==> src/verilog/alu_pkg.sv <==
// ------------------------------
// shared widths, vector types, op and immediate enums, opcodes
// ------------------------------

package alu_pkg;

  localparam int XLEN  = 32;
  localparam int TAG_W = 4;

  typedef logic [XLEN-1:0]  xlen_t;
  typedef logic [TAG_W-1:0] tag_t;
  typedef logic [4:0]       rd_t;
  typedef logic [31:0]      inst_t;

  // major opcodes, inst[6:0]
  localparam logic [6:0] OPC_OP     = 7'b0110011;
  localparam logic [6:0] OPC_OP_IMM = 7'b0010011;
  localparam logic [6:0] OPC_LUI    = 7'b0110111;

  typedef enum logic [4:0] {
    OP_LUI, OP_ADD, OP_SUB, OP_XOR, OP_OR, OP_AND,
    OP_SLL, OP_SRL, OP_SRA, OP_SLT, OP_SLTU,
    OP_MUL, OP_MULH, OP_MULHSU, OP_MULHU,
    OP_ILLEGAL
  } alu_op_e;

  // second operand source
  typedef enum logic [1:0] {
    IMM_NONE,  // rs2 as issued
    IMM_I,     // sign-extended inst[31:20]
    IMM_SH,    // shamt, inst[24:20]
    IMM_U      // inst[31:12] << 12
  } imm_sel_e;

  typedef enum logic [1:0] {
    MUL_IDLE,
    MUL_RUN,
    MUL_HOLD
  } mul_state_e;

  // ops owned by the multiplier
  function automatic logic is_mul_op(alu_op_e op);
    return (op == OP_MUL) || (op == OP_MULH) || (op == OP_MULHSU) || (op == OP_MULHU);
  endfunction

endpackage
==> src/verilog/alu_operand_if.sv <==
// ------------------------------
// decoded op and operands, issue stage to execute units
// ------------------------------
`timescale 1ns/1ps

interface alu_operand_if;

  logic            valid;  // one cycle per op
  alu_pkg::alu_op_e op;
  alu_pkg::xlen_t  rs1;
  alu_pkg::xlen_t  rs2;    // immediate already merged in
  alu_pkg::tag_t   tag;
  alu_pkg::rd_t    rd;

  modport issue (
    output valid, op, rs1, rs2, tag, rd
  );

  modport exec (
    input valid, op, rs1, rs2, tag, rd
  );

endinterface

==> src/verilog/alu_pipe.sv <==
// ------------------------------
// RV32 execution pipe top, writeback merge
// ------------------------------
`timescale 1ns/1ps

module alu_pipe #(
  parameter int MUL_UNROLL = 8
) (
  input  logic           i_clk,
  input  logic           i_reset_n,
  input  logic           i_issue_valid,
  input  alu_pkg::inst_t i_issue_inst,
  input  alu_pkg::xlen_t i_issue_rs1,
  input  alu_pkg::xlen_t i_issue_rs2,
  input  alu_pkg::tag_t  i_issue_tag,
  input  logic           i_kill,
  output logic           o_wb_valid,
  output alu_pkg::tag_t  o_wb_tag,
  output alu_pkg::rd_t   o_wb_rd,
  output alu_pkg::xlen_t o_wb_data,
  output logic           o_mul_credit
);

  logic           w_int_valid;
  alu_pkg::tag_t  w_int_tag;
  alu_pkg::rd_t   w_int_rd;
  alu_pkg::xlen_t w_int_data;

  logic           w_mul_valid;
  alu_pkg::tag_t  w_mul_tag;
  alu_pkg::rd_t   w_mul_rd;
  alu_pkg::xlen_t w_mul_data;

  alu_operand_if u_opnd_if ();

  // ------------------------------
  // ex0 -> ex1
  // ------------------------------
  alu_issue_stage u_issue (
    .i_clk     (i_clk),
    .i_reset_n (i_reset_n),
    .i_valid   (i_issue_valid),
    .i_inst    (i_issue_inst),
    .i_rs1     (i_issue_rs1),
    .i_rs2     (i_issue_rs2),
    .i_tag     (i_issue_tag),
    .i_kill    (i_kill),
    .o_opnd    (u_opnd_if.issue)
  );

  // ------------------------------
  // execute units
  // ------------------------------
  alu_int_exec u_int (
    .i_clk     (i_clk),
    .i_reset_n (i_reset_n),
    .i_kill    (i_kill),
    .i_opnd    (u_opnd_if.exec),
    .o_valid   (w_int_valid),
    .o_tag     (w_int_tag),
    .o_rd      (w_int_rd),
    .o_data    (w_int_data)
  );

  alu_mul_iter #(
    .MUL_UNROLL (MUL_UNROLL)
  ) u_mul (
    .i_clk     (i_clk),
    .i_reset_n (i_reset_n),
    .i_kill    (i_kill),
    .i_opnd    (u_opnd_if.exec),
    .i_wb_busy (w_int_valid),  // ALU result has the port
    .o_valid   (w_mul_valid),
    .o_tag     (w_mul_tag),
    .o_rd      (w_mul_rd),
    .o_data    (w_mul_data),
    .o_credit  (o_mul_credit)
  );

  // writeback merge, integer first
  assign o_wb_valid = w_int_valid | w_mul_valid;
  assign o_wb_tag   = w_int_valid ? w_int_tag  : w_mul_tag;
  assign o_wb_rd    = w_int_valid ? w_int_rd   : w_mul_rd;
  assign o_wb_data  = w_int_valid ? w_int_data : w_mul_data;

endmodule

==> src/verilog/alu_mul_iter.sv <==
// ------------------------------
// iterative multiplier, result hold and credit return
// ------------------------------
`timescale 1ns/1ps

module alu_mul_iter #(
  parameter int MUL_UNROLL = 8
) (
  input  logic           i_clk,
  input  logic           i_reset_n,
  input  logic           i_kill,
  alu_operand_if.exec    i_opnd,
  input  logic           i_wb_busy,
  output logic           o_valid,
  output alu_pkg::tag_t  o_tag,
  output alu_pkg::rd_t   o_rd,
  output alu_pkg::xlen_t o_data,
  output logic           o_credit
);

  localparam int STEPS = alu_pkg::XLEN / MUL_UNROLL;
  localparam int CNT_W = (STEPS > 1) ? $clog2(STEPS) : 1;

  typedef logic [2*alu_pkg::XLEN-1:0] dword_t;

  alu_pkg::mul_state_e r_state;
  logic [CNT_W-1:0]    r_cnt;
  logic                r_kill_credit;
  logic                r_hi;       // high word wanted
  dword_t              r_acc;
  dword_t              r_mcand;    // sign-extended rs1, shifted each step
  alu_pkg::xlen_t      r_mplier;   // low 32 bits of rs2, consumed from lsb
  dword_t              w_partial;
  logic                w_start;
  logic [alu_pkg::XLEN:0] w_a33;
  logic [alu_pkg::XLEN:0] w_b33;

  assign w_start = i_opnd.valid & alu_pkg::is_mul_op(i_opnd.op);

  // 33-bit operands, sign bit only for the signed sides
  assign w_a33 = {i_opnd.rs1[alu_pkg::XLEN-1] & (i_opnd.op != alu_pkg::OP_MULHU), i_opnd.rs1};
  assign w_b33 = {i_opnd.rs2[alu_pkg::XLEN-1] &
                  (i_opnd.op == alu_pkg::OP_MULH || i_opnd.op == alu_pkg::OP_MUL), i_opnd.rs2};

  always_comb begin
    w_partial = '0;
    for (int j = 0; j < MUL_UNROLL; j++) begin
      if (r_mplier[j]) begin
        w_partial = w_partial + (r_mcand << j);
      end
    end
  end

  // ------------------------------
  // control FSM
  // ------------------------------
  always_ff @(posedge i_clk or negedge i_reset_n) begin
    if (!i_reset_n) begin
      r_state       <= alu_pkg::MUL_IDLE;
      r_cnt         <= '0;
      r_kill_credit <= 1'b0;
    end else begin
      // killed op returns its credit next cycle, unless already written now
      r_kill_credit <= i_kill & ((r_state == alu_pkg::MUL_IDLE & w_start) |
                                 (r_state == alu_pkg::MUL_RUN) |
                                 (r_state == alu_pkg::MUL_HOLD & ~o_valid));
      if (i_kill) begin
        r_state <= alu_pkg::MUL_IDLE;
      end else begin
        case (r_state)
          alu_pkg::MUL_IDLE: if (w_start) begin
            r_state <= alu_pkg::MUL_RUN;
            r_cnt   <= CNT_W'(STEPS - 1);
          end
          alu_pkg::MUL_RUN: begin
            r_cnt <= r_cnt - 1'b1;
            if (r_cnt == '0) r_state <= alu_pkg::MUL_HOLD;
          end
          alu_pkg::MUL_HOLD: if (o_valid) r_state <= alu_pkg::MUL_IDLE;
          default: r_state <= alu_pkg::MUL_IDLE;
        endcase
      end
    end
  end

  // datapath, b sign handled by preloading -(a << 32)
  always_ff @(posedge i_clk) begin
    if (r_state == alu_pkg::MUL_IDLE && w_start) begin
      r_mcand  <= {{(alu_pkg::XLEN-1){w_a33[alu_pkg::XLEN]}}, w_a33};
      r_mplier <= w_b33[alu_pkg::XLEN-1:0];
      r_acc    <= w_b33[alu_pkg::XLEN] ? (dword_t'(0) - {w_a33[alu_pkg::XLEN-1:0],
                                                         {alu_pkg::XLEN{1'b0}}}) : '0;
      r_hi     <= (i_opnd.op != alu_pkg::OP_MUL);
      o_tag    <= i_opnd.tag;
      o_rd     <= i_opnd.rd;
    end else if (r_state == alu_pkg::MUL_RUN) begin
      r_acc    <= r_acc + w_partial;
      r_mcand  <= r_mcand << MUL_UNROLL;
      r_mplier <= r_mplier >> MUL_UNROLL;
    end
  end

  // ALU owns the port when both want it
  assign o_valid  = (r_state == alu_pkg::MUL_HOLD) & ~i_wb_busy;
  assign o_data   = r_hi ? r_acc[2*alu_pkg::XLEN-1:alu_pkg::XLEN] : r_acc[alu_pkg::XLEN-1:0];
  assign o_credit = o_valid | r_kill_credit;

endmodule

==> src/verilog/alu_int_exec.sv <==
// ------------------------------
// ex1 integer ALU with registered ex2 result
// ------------------------------
`timescale 1ns/1ps

module alu_int_exec (
  input  logic           i_clk,
  input  logic           i_reset_n,
  input  logic           i_kill,
  alu_operand_if.exec    i_opnd,
  output logic           o_valid,
  output alu_pkg::tag_t  o_tag,
  output alu_pkg::rd_t   o_rd,
  output alu_pkg::xlen_t o_data
);

  logic                                 w_take;
  logic [$clog2(alu_pkg::XLEN)-1:0]     w_shamt;
  alu_pkg::xlen_t                       w_result;

  // everything the multiplier does not own, illegal included
  assign w_take  = i_opnd.valid & ~alu_pkg::is_mul_op(i_opnd.op);
  assign w_shamt = i_opnd.rs2[$clog2(alu_pkg::XLEN)-1:0];

  always_comb begin
    case (i_opnd.op)
      alu_pkg::OP_LUI:  w_result = i_opnd.rs2;  // U-immediate already in rs2
      alu_pkg::OP_ADD:  w_result = i_opnd.rs1 + i_opnd.rs2;
      alu_pkg::OP_SUB:  w_result = i_opnd.rs1 - i_opnd.rs2;
      alu_pkg::OP_XOR:  w_result = i_opnd.rs1 ^ i_opnd.rs2;
      alu_pkg::OP_OR:   w_result = i_opnd.rs1 | i_opnd.rs2;
      alu_pkg::OP_AND:  w_result = i_opnd.rs1 & i_opnd.rs2;
      alu_pkg::OP_SLL:  w_result = i_opnd.rs1 << w_shamt;
      alu_pkg::OP_SRL:  w_result = i_opnd.rs1 >> w_shamt;
      alu_pkg::OP_SRA:  w_result = $signed(i_opnd.rs1) >>> w_shamt;
      alu_pkg::OP_SLT: begin
        w_result = {{(alu_pkg::XLEN-1){1'b0}}, $signed(i_opnd.rs1) < $signed(i_opnd.rs2)};
      end
      alu_pkg::OP_SLTU: begin
        w_result = {{(alu_pkg::XLEN-1){1'b0}}, i_opnd.rs1 < i_opnd.rs2};
      end
      default:          w_result = '0;  // illegal writes back zero
    endcase
  end

  // ------------------------------
  // ex2 result register
  // ------------------------------
  always_ff @(posedge i_clk or negedge i_reset_n) begin
    if (!i_reset_n) begin
      o_valid <= 1'b0;
    end else begin
      o_valid <= w_take & ~i_kill;
    end
  end

  always_ff @(posedge i_clk) begin
    o_data <= w_result;
    o_tag  <= i_opnd.tag;
    o_rd   <= i_opnd.rd;
  end

endmodule

==> src/verilog/alu_issue_stage.sv <==
// ------------------------------
// ex0 stage: decode, immediate build, ex1 register
// ------------------------------
`timescale 1ns/1ps

module alu_issue_stage (
  input  logic             i_clk,
  input  logic             i_reset_n,
  input  logic             i_valid,
  input  alu_pkg::inst_t   i_inst,
  input  alu_pkg::xlen_t   i_rs1,
  input  alu_pkg::xlen_t   i_rs2,
  input  alu_pkg::tag_t    i_tag,
  input  logic             i_kill,
  alu_operand_if.issue     o_opnd
);

  alu_pkg::alu_op_e  w_op;
  alu_pkg::imm_sel_e w_imm_sel;
  alu_pkg::xlen_t    w_rs2;
  logic [6:0]        w_opcode;
  logic [2:0]        w_funct3;
  logic [6:0]        w_funct7;

  assign w_opcode = i_inst[6:0];
  assign w_funct3 = i_inst[14:12];
  assign w_funct7 = i_inst[31:25];

  // ------------------------------
  // decode
  // ------------------------------
  always_comb begin
    w_op      = alu_pkg::OP_ILLEGAL;
    w_imm_sel = alu_pkg::IMM_NONE;
    case (w_opcode)
      alu_pkg::OPC_LUI: begin
        w_op      = alu_pkg::OP_LUI;
        w_imm_sel = alu_pkg::IMM_U;
      end
      alu_pkg::OPC_OP: begin
        case ({w_funct7, w_funct3})
          {7'b0000000, 3'b000}: w_op = alu_pkg::OP_ADD;
          {7'b0100000, 3'b000}: w_op = alu_pkg::OP_SUB;
          {7'b0000000, 3'b001}: w_op = alu_pkg::OP_SLL;
          {7'b0000000, 3'b010}: w_op = alu_pkg::OP_SLT;
          {7'b0000000, 3'b011}: w_op = alu_pkg::OP_SLTU;
          {7'b0000000, 3'b100}: w_op = alu_pkg::OP_XOR;
          {7'b0000000, 3'b101}: w_op = alu_pkg::OP_SRL;
          {7'b0100000, 3'b101}: w_op = alu_pkg::OP_SRA;
          {7'b0000000, 3'b110}: w_op = alu_pkg::OP_OR;
          {7'b0000000, 3'b111}: w_op = alu_pkg::OP_AND;
          {7'b0000001, 3'b000}: w_op = alu_pkg::OP_MUL;
          {7'b0000001, 3'b001}: w_op = alu_pkg::OP_MULH;
          {7'b0000001, 3'b010}: w_op = alu_pkg::OP_MULHSU;
          {7'b0000001, 3'b011}: w_op = alu_pkg::OP_MULHU;
          default:              w_op = alu_pkg::OP_ILLEGAL;  // div and unknown
        endcase
      end
      alu_pkg::OPC_OP_IMM: begin
        w_imm_sel = alu_pkg::IMM_I;
        case (w_funct3)
          3'b000: w_op = alu_pkg::OP_ADD;
          3'b010: w_op = alu_pkg::OP_SLT;
          3'b011: w_op = alu_pkg::OP_SLTU;
          3'b100: w_op = alu_pkg::OP_XOR;
          3'b110: w_op = alu_pkg::OP_OR;
          3'b111: w_op = alu_pkg::OP_AND;
          default: begin
            // shifts, funct7 picks logical or arithmetic
            w_imm_sel = alu_pkg::IMM_SH;
            if (w_funct3 == 3'b001 && w_funct7 == 7'b0000000) begin
              w_op = alu_pkg::OP_SLL;
            end else if (w_funct3 == 3'b101 && w_funct7 == 7'b0000000) begin
              w_op = alu_pkg::OP_SRL;
            end else if (w_funct3 == 3'b101 && w_funct7 == 7'b0100000) begin
              w_op = alu_pkg::OP_SRA;
            end
          end
        endcase
      end
      default: w_op = alu_pkg::OP_ILLEGAL;
    endcase
  end

  // second operand mux
  always_comb begin
    case (w_imm_sel)
      alu_pkg::IMM_I:  w_rs2 = {{(alu_pkg::XLEN-12){i_inst[31]}}, i_inst[31:20]};
      alu_pkg::IMM_SH: w_rs2 = {{(alu_pkg::XLEN-5){1'b0}}, i_inst[24:20]};
      alu_pkg::IMM_U:  w_rs2 = {i_inst[31:12], 12'h000};
      default:         w_rs2 = i_rs2;
    endcase
  end

  // ------------------------------
  // ex1 register
  // ------------------------------
  always_ff @(posedge i_clk or negedge i_reset_n) begin
    if (!i_reset_n) begin
      o_opnd.valid <= 1'b0;
    end else begin
      o_opnd.valid <= i_valid & ~i_kill;  // kill drops same-cycle issue
    end
  end

  always_ff @(posedge i_clk) begin
    o_opnd.op  <= w_op;
    o_opnd.rs1 <= i_rs1;
    o_opnd.rs2 <= w_rs2;
    o_opnd.tag <= i_tag;
    o_opnd.rd  <= i_inst[11:7];
  end

endmodule

==> config.mk <==
export PLATFORM = sky130hd
export DESIGN_NAME = alu_pipe
export DESIGN_NICKNAME = d
export VERILOG_FILES = /design/src/verilog/alu_pkg.sv /design/src/verilog/alu_operand_if.sv /design/src/verilog/alu_pipe.sv /design/src/verilog/alu_mul_iter.sv /design/src/verilog/alu_int_exec.sv /design/src/verilog/alu_issue_stage.sv
export SDC_FILE = /design/constraint.sdc
export NUM_CORES = 2
export LEC_CHECK = 0
export ABC_CLOCK_PERIOD_IN_PS = 48900
export BUFFER_PORTS_ARGS = -buffer_cell sky130_fd_sc_hd__buf_2
export CORE_MARGIN = 5
export CORE_UTILIZATION = 25
export CTS_BUF_LIST = sky130_fd_sc_hd__clkbuf_2 sky130_fd_sc_hd__clkbuf_4 sky130_fd_sc_hd__clkbuf_8
export DETAILED_ROUTE_END_ITERATION = 8
export GPL_ROUTABILITY_DRIVEN = 1
export SYNTH_ARGS = -nofsm -noshare
export SYNTH_HDL_FRONTEND = slang
export SYNTH_SLANG_ARGS = --single-unit
==> constraint.sdc <==
create_clock -name i_clk -period 48.9 [get_ports i_clk]
set_input_delay 2.445 -clock i_clk [delete_from_list [all_inputs] [get_ports i_clk]]
set_output_delay 2.445 -clock i_clk [all_outputs]
set_load 0.01 [all_outputs]
==> run_results.csv <==
group,metric,value,unit
drt,drc,0,
synthesis,synthesis.area,50900,µm²
placement,hpwl,170,mm
worst_hold_path,worstHoldPathType,"reg2reg",
timing,finalWorstSetupSlack,26910,ps
drt,drt-wirelength-per-cell,22.5,µm
placement,finalWeightedCongestion,0.992,
worst_setup_path,cp.required,49350,ps
clock_tree,cts.sinks,295,
worst_setup_path,crit_path_frequent_cell,"a21oi_1",
clock_tree,postCtsSetupRepairBufs,0,
pwr,power.ir.vdd_worst,23.9,µV
global_routing,antenna_found_initial,7,
synthesis,async_flop_share,2.37,%
drt,ant_nets,0,
global_routing,grt_use_met1,26.2,%
worst_setup_path,critPathCaptureType,"flop",
synthesis,ys_ff_latch,295,
synthesis,yosysMostFrequentCell,"nand2_1",
worst_setup_path,cp_max_fo,90,
clock_tree,h-tree-depth,2,
layout,final-seq-area,7650,µm²
layout,final_cells,9591,
synthesis,yosys.area.top_type,"ha_1",
synthesis,yosysWarningCount,0,
drt,vias,54600,
die,die_h,461,µm
layout,multi_input_area,41100,µm²
global_routing,grt.met3_usage,2.63,%
timing,slew_headroom,18.6,%
clock_tree,numCtsBuffers,54,
synthesis,synth_edf_count,170,
timing,period_share,45.0,%
worst_setup_path,critPathKind,"reg2reg",
die,core_area,203000,µm²
die,std_cell_rows,165,
synthesis,syn_inst,6902,
timing,skew,41.5,ps
pwr,total_power,1.47,mW
worst_setup_path,regToRegSetupSlack,26910,ps
clock_tree,clk_pin_slew,60,ps
die,dieArea,213000,µm²
drt,drt-total-wl,215,mm
timing,hold_viol,0,
global_routing,grt_pass1_vias,51300,
layout,stdcell_area,55900,µm²
clock_tree,cts_tree,"built",
synthesis,netlist.area_leader.share,14.8,%
worst_setup_path,slowest_stage,"a2111oi_0",
die,die_x,461,µm
die,io_pins,147,
placement,dp.cells,9484,
worst_setup_path,crit_path_max_incr_delay,930,ps
timing,min_period,21990,ps
global_routing,grt_max_degree,96,
synthesis,ys_seq_area_share,15.0,%
status,status,"finished, final reports clean",
clock_tree,root_buffer,"clkbuf_8",
clock_tree,cts_resized,0,
timing,slew_violations,0,
clock_tree,ctsHoldBuffers,0,
drt,drt-pass1-iter-count,8,
placement,pre_cts_ws,27500,ps
synthesis,synthFlopType,"edfxtp_1",
timing,finalSetupViolations,0,
placement,io_buffers,146,
synthesis,synth_common_cells,"765 x nand2_1, 622 x a21oi_1, 604 x ha_1",
layout,drive_above_1_share,8.42,%
layout,fin_nets,7586,
worst_setup_path,path_delay_family,"compound AO/OA/AOI/OAI gates",
worst_setup_path,cp_num_buf_inv,3,
pwr,cellPowerDensity,26.2,nW/µm²
synthesis,syn_area_per_cell,7.38,µm²
global_routing,grtUsageMet2,30.6,%
clock_tree,clkLatencyLatePin,750,ps
timing,worstMarginPinSlew,1210,ps
global_routing,overflow,0,
worst_setup_path,arrival,22440,ps
synthesis,synth_cell_types,92,
global_routing,grt_pass1_wl,319,mm
timing,fmax,45.5,MHz
layout,fillCellCount,21900,
timing,rsz0062_at_grt,"false",
pwr,p_leak,24.4,nW
drt,drt_iter0_drc,6129,
worst_setup_path,startpoint_type,"flop",
placement,dpl-instance-area,54500,µm²
layout,area.growth.synth_to_final,9.66,%
drt,vias_per_cell,5.70,
job,maxCapViolCount,0,
global_routing,busiest_layer,"met2",
global_routing,track_usage,19.2,%
synthesis,synth_area_leaders,"ha_1 15%, edfxtp_1 10%, a21oi_1 6.1%",
synthesis,syn_nets,7620,
die,start_util,25.2,%
timing,setup_tns,0,ps
clock_tree,clockBufferDepth,3,
-- state kept, by name, indices dropped and copies added, names as in the netlist, 5 cells and up --
register            flops
u_mul.r_acc            64
u_mul.r_mcand          64
u_int.o_data           32
u_issue.o_opnd.rs1     32
u_issue.o_opnd.rs2     32
u_mul.r_mplier         32
u_int.o_rd              5
u_issue.o_opnd.rd       5
u_mul.o_rd              5
-- final timing paths --
kind,to,cells past startpoint,start
worst min register to register,u_int.o_rd[3],0,u_issue.o_opnd.rd[3]
min in group asynchronous,u_mul.r_state[1],1,i_reset_n
worst max-delay path,u_mul.r_acc[63],85,u_mul.r_mplier[0]
max in group asynchronous,u_mul.r_kill_credit,1,i_reset_n
worst max register to register,u_mul.r_acc[63],85,u_mul.r_mplier[0]
worst min-delay path,u_int.o_rd[3],0,u_issue.o_opnd.rd[3]
-- worst register-to-register path: cells and delay by family (launching register included) --
| kind | cells | cell delay (ps) |
|---|---|---|
| xor+xnor | 7 | 1080 |
| buf+inv | 3 | 1280 |
| compound gates | 39 | 11140 |
| flops | 1 | 320 |
| mux | 2 | 630 |
| simple gates | 26 | 4370 |
| fa+ha+maj | 8 | 2880 |
-- stage by stage --
step,utilization (%),hold WS [ps]
after detailed placement,26.9,335
final,27.6,350
after CTS,27.6,350
after floorplan,-,327
after global placement,26.9,329
after global routing,27.6,360
-- layer usage --
layer	routed length (µm)	part of all wire, %	vias to the layer above
met4	9020	4.2	4
met3	18700	8.7	385
li1	-	-	25600
met5	23	0.011	-
met1	93500	43	26100
met2	94100	44	2602
-- cell usage in the layout (no fill, tap or decap), types with 93 or more instances in the layout --
cell type	count
a21oi_1	622
buf_2	146
dfxtp_1	115
edfxtp_1	170
inv_1	273
mux2i_1	133
buf_4	93
nor3_1	106
xnor2_1	271
o21bai_1	94
nand3_1	190
and2_1	98
nor2_1	547
xor2_1	172
nand2_1	764
a21o_1	394
ha_1	604
mux2_2	150
o21ai_0	560
-- cells by family after synthesis --
family,share of synthesized area (%)
AO/OA/AOI/OAI,32.4
AND/OR/NAND/NOR,19.1
adder cells (fa/ha/maj),15.2
buffers and inverters,4.54
XOR/XNOR,7.66
flip-flops,15.0
multiplexers,6.09
-- power by group --
group	internal (mW)	switching [mW]	total, mW	leakage, nW
combinational	0.348	0.520	0.868	21.1
clock	0.165	0.132	0.297	0.677
sequential	0.287	0.0132	0.300	2.62
-- area by class of cell --
class                           count  area share [%]
Clock buffer                       78            1.78
Tap cell                         2672            5.99
Antenna cell                        5          0.0224
Sequential cell                   295            13.7
Clock inverter                     24           0.591
Inverter                          281            1.89
Timing Repair Buffer              239            2.56
Multi-Input combinational cell   5997            73.5
Note: power is estimated with default switching activity, not from simulation.
